$ cat config.mk
export PLATFORM = sky130hd
export DESIGN_NAME = rf_datapath
export DESIGN_NICKNAME = d
export VERILOG_FILES = /design/src/rf_datapath_pkg.sv /design/src/rf_datapath_if.sv /design/src/alu.sv /design/src/exec_stage.sv /design/src/instr_decoder.sv /design/src/operand_forward.sv /design/src/reg_file.sv /design/src/rf_datapath.sv
export SDC_FILE = /design/constraint.sdc
export NUM_CORES = 2
export LEC_CHECK = 0
export BUFFER_PORTS_ARGS = -buffer_cell sky130_fd_sc_hd__buf_2
export CAP_MARGIN = 5
export CORE_AREA = 2 2 384 386
export CTS_CLUSTER_DIAMETER = 50
export DETAILED_ROUTE_END_ITERATION = 6
export DIE_AREA = 0 0 386 388
export HOLD_SLACK_MARGIN = 0.05
export REMOVE_ABC_BUFFERS = 1
export SLEW_MARGIN = 15
export SYNTH_ARGS = -nofsm -noshare
export SYNTH_HDL_FRONTEND = slang
export SYNTH_HIERARCHICAL = 1
export SYNTH_SLANG_ARGS = --single-unit
$ cat constraint.sdc
create_clock -name clk -period 5.1 [get_ports clk]
set_input_delay 0.255 -clock clk [delete_from_list [all_inputs] [get_ports clk]]
set_output_delay 0.255 -clock clk [all_outputs]
set_load 0.02 [all_outputs]
$ cat src/rf_datapath_pkg.sv
package rf_datapath_pkg;

	//////////////////////////////////////////////////////////////////////
	// Datapath widths
	//////////////////////////////////////////////////////////////////////

	localparam int data_w     = 32;
	localparam int reg_addr_w = 5;
	localparam int num_regs   = 32;

	//////////////////////////////////////////////////////////////////////
	// Instruction fields
	//////////////////////////////////////////////////////////////////////

	localparam int op_hi    = 31;
	localparam int op_lo    = 26;
	localparam int rs_hi    = 25;
	localparam int rs_lo    = 21;
	localparam int rt_hi    = 20;
	localparam int rt_lo    = 16;
	localparam int rd_hi    = 15;
	localparam int rd_lo    = 11;
	localparam int funct_hi = 5;
	localparam int funct_lo = 0;
	localparam int imm_hi   = 15;
	localparam int imm_lo   = 0;
	// Immediate field width, used for extension and LUI
	localparam int imm_w    = imm_hi - imm_lo + 1;

	// Major opcodes, MIPS encodings
	typedef enum logic [5:0] {
		op_rtype = 6'd0,
		op_addiu = 6'd9,
		op_slti  = 6'd10,
		op_andi  = 6'd12,
		op_ori   = 6'd13,
		op_xori  = 6'd14,
		op_lui   = 6'd15
	} opcode_e;

	// R-type function codes
	typedef enum logic [5:0] {
		fn_addu = 6'd33,
		fn_subu = 6'd35,
		fn_and  = 6'd36,
		fn_or   = 6'd37,
		fn_xor  = 6'd38,
		fn_nor  = 6'd39,
		fn_slt  = 6'd42
	} funct_e;

	// Internal ALU operation, decoupled from the instruction encoding
	typedef enum logic [3:0] {
		alu_add,
		alu_sub,
		alu_and,
		alu_or,
		alu_xor,
		alu_nor,
		alu_slt,
		alu_lui
	} alu_op_e;

endpackage

$ cat src/rf_datapath_if.sv
// Decoded instruction, fanned out to forwarding and execute
interface dec_if;
	import rf_datapath_pkg::*;

	logic [reg_addr_w-1:0] rs_addr;
	logic [reg_addr_w-1:0] rt_addr;
	logic [reg_addr_w-1:0] dest_addr;
	// Already extended to full width
	logic [data_w-1:0]     imm;
	logic                  use_imm;
	alu_op_e               alu_op;
	// Low for illegal codes and for $0
	logic                  writes_reg;

	modport decoder (output rs_addr, rt_addr, dest_addr, imm, use_imm, alu_op, writes_reg);
	modport forward (input rs_addr, rt_addr, dest_addr, imm, use_imm, alu_op, writes_reg);
	modport exec    (input rs_addr, rt_addr, dest_addr, imm, use_imm, alu_op, writes_reg);
endinterface

// Execute stage contents seen by the forwarding mux
interface fwd_if;
	import rf_datapath_pkg::*;

	logic                  ex_valid;
	logic                  ex_writes;
	logic [reg_addr_w-1:0] ex_dest;
	logic [data_w-1:0]     ex_result;

	modport exec    (output ex_valid, ex_writes, ex_dest, ex_result);
	modport forward (input ex_valid, ex_writes, ex_dest, ex_result);
endinterface

$ cat src/alu.sv
module alu (
	input  rf_datapath_pkg::alu_op_e           op,
	input  logic [rf_datapath_pkg::data_w-1:0] a,
	input  logic [rf_datapath_pkg::data_w-1:0] b,
	output logic [rf_datapath_pkg::data_w-1:0] y
);
	import rf_datapath_pkg::*;

	logic signed_lt;

	// Signed compare for SLT and SLTI
	assign signed_lt = $signed(a) < $signed(b);

	always_comb begin
		case (op)
			// Wrapping, no overflow trap
			alu_add: y = a + b;
			alu_sub: y = a - b;
			alu_and: y = a & b;
			alu_or:  y = a | b;
			alu_xor: y = a ^ b;
			alu_nor: y = ~(a | b);
			alu_slt: y = {{(data_w - 1){1'b0}}, signed_lt};
			// Immediate into the upper half, low half cleared
			alu_lui: y = {b[imm_w-1:0], {(data_w - imm_w){1'b0}}};
			default: y = '0;
		endcase
	end

endmodule

$ cat src/exec_stage.sv
module exec_stage (
	input  logic                                   clk,
	input  logic                                   rst_n,
	input  logic                                   in_valid,
	output logic                                   in_ready,
	dec_if.exec                                    dec,
	input  logic [rf_datapath_pkg::data_w-1:0]     op_a,
	input  logic [rf_datapath_pkg::data_w-1:0]     op_b,
	fwd_if.exec                                    fwd,
	output logic                                   write_enable,
	output logic [rf_datapath_pkg::reg_addr_w-1:0] write_addr,
	output logic [rf_datapath_pkg::data_w-1:0]     write_data,
	output logic                                   out_valid,
	input  logic                                   out_ready,
	output logic                                   out_write,
	output logic [rf_datapath_pkg::reg_addr_w-1:0] out_addr,
	output logic [rf_datapath_pkg::data_w-1:0]     out_data
);
	import rf_datapath_pkg::*;

	logic                  stall;
	logic                  advance;
	logic                  accept;
	// Execute register
	logic                  ex_valid;
	logic                  ex_writes;
	logic [reg_addr_w-1:0] ex_dest;
	alu_op_e               ex_op;
	logic [data_w-1:0]     ex_a;
	logic [data_w-1:0]     ex_b;
	logic [data_w-1:0]     ex_result;

	//////////////////////////////////////////////////////////////////////
	// Handshake
	//////////////////////////////////////////////////////////////////////

	// Held result beat freezes both stages
	assign stall    = out_valid && !out_ready;
	assign advance  = !stall;
	assign in_ready = advance;
	assign accept   = in_valid && advance;

	// Valid bits move together on every advance
	always_ff @(posedge clk or negedge rst_n) begin
		if (!rst_n) begin
			ex_valid  <= 1'b0;
			out_valid <= 1'b0;
		end else if (advance) begin
			ex_valid  <= in_valid;
			out_valid <= ex_valid;
		end
	end

	// Execute payload, loaded only on acceptance
	always_ff @(posedge clk) begin
		if (accept) begin
			ex_a      <= op_a;
			ex_b      <= op_b;
			ex_op     <= dec.alu_op;
			ex_dest   <= dec.dest_addr;
			ex_writes <= dec.writes_reg;
		end
	end

	alu alu_i (
		.op (ex_op),
		.a  (ex_a),
		.b  (ex_b),
		.y  (ex_result)
	);

	// Writeback payload, this is the out port
	always_ff @(posedge clk) begin
		if (advance && ex_valid) begin
			out_write <= ex_writes;
			out_addr  <= ex_dest;
			out_data  <= ex_result;
		end
	end

	// Register write on the edge that moves the beat into writeback
	assign write_enable = ex_valid && ex_writes && advance;
	assign write_addr   = ex_dest;
	assign write_data   = ex_result;

	// Execute contents back to the forwarding mux
	assign fwd.ex_valid  = ex_valid;
	assign fwd.ex_writes = ex_writes;
	assign fwd.ex_dest   = ex_dest;
	assign fwd.ex_result = ex_result;

endmodule

$ cat src/instr_decoder.sv
module instr_decoder (
	input  logic [rf_datapath_pkg::data_w-1:0] instr,
	dec_if.decoder                             dec
);
	import rf_datapath_pkg::*;

	opcode_e               opcode;
	funct_e                funct;
	logic [imm_w-1:0]      imm16;
	logic [data_w-1:0]     imm_sext;
	logic [data_w-1:0]     imm_zext;
	logic [reg_addr_w-1:0] dest;
	logic                  legal;

	// Raw fields
	assign opcode = opcode_e'(instr[op_hi:op_lo]);
	assign funct  = funct_e'(instr[funct_hi:funct_lo]);
	assign imm16  = instr[imm_hi:imm_lo];

	// Both extensions, chosen per opcode below
	assign imm_sext = {{(data_w - imm_w){imm16[imm_w-1]}}, imm16};
	assign imm_zext = {{(data_w - imm_w){1'b0}}, imm16};

	// Source registers always come from rs and rt
	assign dec.rs_addr = instr[rs_hi:rs_lo];
	assign dec.rt_addr = instr[rt_hi:rt_lo];

	always_comb begin
		// I-type defaults, rt is the destination
		legal       = 1'b1;
		dec.alu_op  = alu_add;
		dec.use_imm = 1'b1;
		dec.imm     = imm_sext;
		dest        = instr[rt_hi:rt_lo];
		case (opcode)
			op_rtype: begin
				dec.use_imm = 1'b0;
				dest        = instr[rd_hi:rd_lo];
				case (funct)
					fn_addu: dec.alu_op = alu_add;
					fn_subu: dec.alu_op = alu_sub;
					fn_and:  dec.alu_op = alu_and;
					fn_or:   dec.alu_op = alu_or;
					fn_xor:  dec.alu_op = alu_xor;
					fn_nor:  dec.alu_op = alu_nor;
					fn_slt:  dec.alu_op = alu_slt;
					default: legal = 1'b0;
				endcase
			end
			// Arithmetic forms sign-extend
			op_addiu: dec.alu_op = alu_add;
			op_slti:  dec.alu_op = alu_slt;
			// Logical forms zero-extend
			op_andi: begin
				dec.alu_op = alu_and;
				dec.imm    = imm_zext;
			end
			op_ori: begin
				dec.alu_op = alu_or;
				dec.imm    = imm_zext;
			end
			op_xori: begin
				dec.alu_op = alu_xor;
				dec.imm    = imm_zext;
			end
			// ALU shifts the low half up
			op_lui: begin
				dec.alu_op = alu_lui;
				dec.imm    = imm_zext;
			end
			// Anything else retires as a no-op
			default: legal = 1'b0;
		endcase
	end

	assign dec.dest_addr  = dest;
	assign dec.writes_reg = legal && (dest != '0);

endmodule

$ cat src/operand_forward.sv
module operand_forward (
	dec_if.forward                             dec,
	fwd_if.forward                             fwd,
	input  logic [rf_datapath_pkg::data_w-1:0] rf_a,
	input  logic [rf_datapath_pkg::data_w-1:0] rf_b,
	output logic [rf_datapath_pkg::data_w-1:0] op_a,
	output logic [rf_datapath_pkg::data_w-1:0] op_b
);
	import rf_datapath_pkg::*;

	logic ex_live;
	logic hit_a;
	logic hit_b;

	// Instruction ahead is still in execute and will write
	assign ex_live = fwd.ex_valid && fwd.ex_writes;

	// Match on a real register only, $0 never forwards
	assign hit_a = ex_live && (dec.rs_addr != '0) && (fwd.ex_dest == dec.rs_addr);
	assign hit_b = ex_live && (dec.rt_addr != '0) && (fwd.ex_dest == dec.rt_addr);

	assign op_a = hit_a ? fwd.ex_result : rf_a;

	// Immediate forms ignore rt as a source
	always_comb begin
		if (dec.use_imm)
			op_b = dec.imm;
		else if (hit_b)
			op_b = fwd.ex_result;
		else
			op_b = rf_b;
	end

endmodule

$ cat src/reg_file.sv
module reg_file (
	input  logic                                  clk,
	input  logic                                  rst_n,
	input  logic [rf_datapath_pkg::reg_addr_w-1:0] raddr1,
	input  logic [rf_datapath_pkg::reg_addr_w-1:0] raddr2,
	output logic [rf_datapath_pkg::data_w-1:0]     rdata1,
	output logic [rf_datapath_pkg::data_w-1:0]     rdata2,
	input  logic                                  write_enable,
	input  logic [rf_datapath_pkg::reg_addr_w-1:0] write_addr,
	input  logic [rf_datapath_pkg::data_w-1:0]     write_data
);
	import rf_datapath_pkg::*;

	// Only $1..$31 have storage
	logic [data_w-1:0] regs [1:num_regs-1];
	logic              wr_live;

	// Writes to $0 are dropped here
	assign wr_live = write_enable && (write_addr != '0);

	always_ff @(posedge clk or negedge rst_n) begin
		if (!rst_n) begin
			for (int i = 1; i < num_regs; i++) begin
				regs[i] <= '0;
			end
		end else if (wr_live) begin
			regs[write_addr] <= write_data;
		end
	end

	//////////////////////////////////////////////////////////////////////
	// Read ports
	//////////////////////////////////////////////////////////////////////

	// Port 1, $0 reads zero, same-cycle write is bypassed
	always_comb begin
		if (raddr1 == '0)
			rdata1 = '0;
		else if (wr_live && (write_addr == raddr1))
			rdata1 = write_data;
		else
			rdata1 = regs[raddr1];
	end

	// Port 2, same rules
	always_comb begin
		if (raddr2 == '0)
			rdata2 = '0;
		else if (wr_live && (write_addr == raddr2))
			rdata2 = write_data;
		else
			rdata2 = regs[raddr2];
	end

endmodule

$ cat src/rf_datapath.sv
module rf_datapath (
	input  logic                                   clk,
	input  logic                                   rst_n,
	// Instruction stream
	input  logic                                   in_valid,
	output logic                                   in_ready,
	input  logic [rf_datapath_pkg::data_w-1:0]     in_instr,
	// Retired instruction stream
	output logic                                   out_valid,
	input  logic                                   out_ready,
	output logic                                   out_write,
	output logic [rf_datapath_pkg::reg_addr_w-1:0] out_addr,
	output logic [rf_datapath_pkg::data_w-1:0]     out_data
);
	import rf_datapath_pkg::*;

	logic [data_w-1:0]     rf_a;
	logic [data_w-1:0]     rf_b;
	logic [data_w-1:0]     op_a;
	logic [data_w-1:0]     op_b;
	logic                  write_enable;
	logic [reg_addr_w-1:0] write_addr;
	logic [data_w-1:0]     write_data;

	dec_if dec ();
	fwd_if fwd ();

	instr_decoder decoder_i (
		.instr (in_instr),
		.dec   (dec.decoder)
	);

	// Read addresses straight from decode
	reg_file reg_file_i (
		.clk          (clk),
		.rst_n        (rst_n),
		.raddr1       (dec.rs_addr),
		.raddr2       (dec.rt_addr),
		.rdata1       (rf_a),
		.rdata2       (rf_b),
		.write_enable (write_enable),
		.write_addr   (write_addr),
		.write_data   (write_data)
	);

	operand_forward forward_i (
		.dec  (dec.forward),
		.fwd  (fwd.forward),
		.rf_a (rf_a),
		.rf_b (rf_b),
		.op_a (op_a),
		.op_b (op_b)
	);

	exec_stage exec_i (
		.clk          (clk),
		.rst_n        (rst_n),
		.in_valid     (in_valid),
		.in_ready     (in_ready),
		.dec          (dec.exec),
		.op_a         (op_a),
		.op_b         (op_b),
		.fwd          (fwd.exec),
		.write_enable (write_enable),
		.write_addr   (write_addr),
		.write_data   (write_data),
		.out_valid    (out_valid),
		.out_ready    (out_ready),
		.out_write    (out_write),
		.out_addr     (out_addr),
		.out_data     (out_data)
	);

endmodule

==> metrics.cfg <==
[outcome]
outcome = finished clean

[timing]
setup_tns_ns = 0
final_hold_viol_count = 0
setup_viol = 0
finalCritPeriodShare_pct = 89.8
rsz0062_at_grt = false
tightestPinTransition_ns = 1.28
holdWs_ns = 0.0619
fmax_mhz = 218
fin_skew_ns = 0.0396
post-route-min-period_ns = 4.58
drv_slew = 0
relSlewSlack_pct = 14.3

[die]
boundaryPins = 76
coreArea_um2 = 145000
start_util_pct = 44.7
die_x_um = 386
rows = 140
die_h_um = 388
die-area_um2 = 150000

[routing]
detail_route.wl_per_cell_um = 32.5
dr.pass1.iters = 5
top_layer_used = met5
drt_iter0_markers = 4928
met2_length_mm = 98.6
vias = 44800
ant_nets = 0
drc = 0
wl_met3_mm = 18.7
vias_per_cell = 6.62
detail_route.wirelength_mm = 220
met1_length_mm = 93.7

[cells_and_area]
layout.nets = 4872
layout-drive-gt1-share_pct = 44.4
syn2layout_area_growth_pct = 11.3
seqCellArea_um2 = 28200
most-common-layout-cells = mux2_2, dfrtp_1, mux4_2, buf_4, a21oi_1
mostFrequentLayoutCell = mux2_2
final_util_pct = 49.8
fill_cells = 12500
multi_input_area_um2 = 33700

[place]
dpl.hpwl_mm = 136
numPortBuffers = 75
place.gp.congestion = 1.00

[power_and_ir_drop]
cellPowerDensity_nw_per_um2 = 341
clkPwrFrac_pct = 42.8
p_leak_nw = 32.2
p_total_w = 0.0246
comb_power_share_pct = 16.1
ir_drop_v = 0.000333
p_seq_share_pct = 41.1
switching_share_pct = 28.1
p_int_w = 0.0177
switching_power_w = 0.00692

[clock_network]
clock-root-buffer = clkbuf_16
postCtsSetupRepairBufs = 0
cts_tree = yes
clkTransAtPathRegs_ns = 0.06
clock-sinks = 1106
clock_latency_ns = 0.81
clock_path_buffers = 3
htreeDepth = 4
cts_buffers = 142

[critical_path]
cp_max_fo = 33
worstReg2RegEnd = exec_i/ex_b[30]
rr_worst_depth = 16
rr_startpoint = exec_i/ex_b[10]
worstSetupPathType = flop to flop
endpoint_kind = flop
critPathRequiredTime_ns = 5.74
crit_family = compound AO/OA/AOI/OAI gates
path_buf_inv = 2
critPathLaunchType = flop
critPathSlowestCell = a221oi_1
cp.arrival_ns = 5.23
rrSetupSlack_ns = 0.52
crit_chain = inv_1, ha_1, a21o_1, a221oi_1, a2bb2oi_1, o21ai_0, a211oi_1, nor3_1, o22ai_1, xor2_1, o211ai_1, buf_4, nand2_1, o221ai_1, o31ai_1, a31oi_1
slowest_delay_ns = 0.56

[logic_synthesis]
avgSynthCellArea_um2 = 13.4
synth_top_family_by_area = multiplexers
synth_seq_cells = 1106
synthXorXnorAreaFrac_pct = 0.485
synth-main-ff-cell = dfrtp_1
yosys-top-cells-area = dfrtp_1, mux2_2, mux4_2
synth_compound_area_share_pct = 7.51
async_flop_share_pct = 89.9
netlist_area_um2 = 65000
yosysTopAreaCellShare_pct = 38.3
synthCells = 4843
yosys_warnings = 6
synthAdderAreaFrac_pct = 2.03
muxShareOfSynthArea_pct = 37.0
synth_edf_count = 112
synth_area_leader_cell = dfrtp_1
yosys.cell_types.count = 103
synthSimpleGateAreaFrac_pct = 4.36
yosysSeqAreaShare_pct = 43.5

[global_routing]
antenna_found_initial = 5
grtUsageTotal_pct = 29.4
grt_max_degree = 137
overflow = 0
grt_pass1_vias = 44500
grt_pass1_wl_mm = 321

[run]
drv_cap = 0

[hold_path]
min_path_type = primary input to asynchronous set/reset pin

power by group through the flow:
stage	clock network [W]	logic [W]	registers, W
2_1_floorplan	0	0.00227	0.0101
3_3_place_gp	0	0.00388	0.0102
3_5_place_dp	0	0.00390	0.0103
4_1_cts	0.0107	0.00394	0.0101
5_1_grt	0.0111	0.00423	0.0102
6_report	0.0105	0.00397	0.0101
area by class of cell:
| type | instances | area share [%] |
|---|---|---|
| repair buffers | 297 | 3.56 |
| inverters | 115 | 0.597 |
| clock inverters | 68 | 1.22 |
| clock buffers | 190 | 5.63 |
| well taps | 1917 | 3.32 |
| multi-input cells | 3070 | 46.6 |
| diodes | 1 | 0.00346 |
| flip-flops and latches | 1106 | 39.0 |
sequential cells by signal (all words and copies together), names as in the netlist:
name / cells
exec_i/fwd.ex_valid: 1
exec_i/ex_op: 4
exec_i/fwd.ex_writes: 1
exec_i/ex_a: 32
exec_i/out_valid: 1
exec_i/out_write: 1
reg_file_i/regs: 992
exec_i/out_addr: 5
exec_i/fwd.ex_dest: 5
exec_i/out_data: 32
exec_i/ex_b: 32
metrics by stage:
| step | worst slack [ns] | instance area [µm²] | instances |
|---|---|---|---|
| after CTS | 0.484 | 72300 | 6761 |
| after detailed placement | 0.543 | 67000 | 6470 |
| after floorplan | -0.123 | 62100 | 4291 |
| after global placement | 0.655 | 67000 | 6470 |
| final | 0.518 | 72300 | 6764 |
| after global routing | 0.167 | 72300 | 6763 |
cells in the mapped netlist, types with 102 or more instances:
library cell and n:
buf_4 103, nand2_1 147, buf_2 119, clkbuf_1 245, dfrtp_1 994, mux2_2 1040, mux2i_1 110, mux4_2 475
ha_1 102, a21oi_1 149, nor2_1 162, edfxtp_1 112
worst reg2reg max path, cell delays in order (launching register included):
cell and delay [ns]:
edfxtp_1 0.43, inv_1 0.09, ha_1 0.44, a21o_1 0.27, a221oi_1 0.56, a2bb2oi_1 0.23, o21ai_0 0.27, a211oi_1 0.56
nor3_1 0.10, o22ai_1 0.23, xor2_1 0.09, o211ai_1 0.32, buf_4 0.39, nand2_1 0.09, o221ai_1 0.08, o31ai_1 0.10
a31oi_1 0.19
what timing repair did:
| action | in CTS | in global routing |
|---|---|---|
| resized for setup | 0 | 0 |
| hold endpoints to repair | 136 | 0 |
| hold buffers | 33 | 0 |
worst max-delay path by stage:
stage	startpoint	end	slack, ns	cells after the start
after floorplan	exec_i/ex_a[17]	exec_i/out_data[22]	-0.12	9
after global placement	exec_i/ex_b[1]	reg_file_i/regs[535]	0.66	12
after detailed placement	exec_i/ex_b[1]	reg_file_i/regs[151]	0.54	12
after CTS	exec_i/ex_b[1]	reg_file_i/regs[151]	0.48	12
after global routing	exec_i/ex_b[10]	exec_i/ex_b[30]	0.17	16
final	exec_i/ex_b[10]	exec_i/ex_b[30]	0.52	16
metal layers:
metal / vias up / GRT usage, %
li1: 18300 / -
met1: 23900 / 41.8
met2: 2050 / 43.9
met3: 444 / 6.91
met4: 8 / 10.8
met5: - / 0
cells by family (layout without fill, tap and decap cells):
logic type	after synthesis	in the layout
other	1	2
DFF	1106	1106
adders and majority gates	104	104
xor gates and xnor gates	36	36
muxes	1662	1662
buffers and inverters	667	670
AOI/OAI and AO/OA	697	697
and+or+nand+nor	570	570
Note: power is estimated with default switching activity, not from simulation.
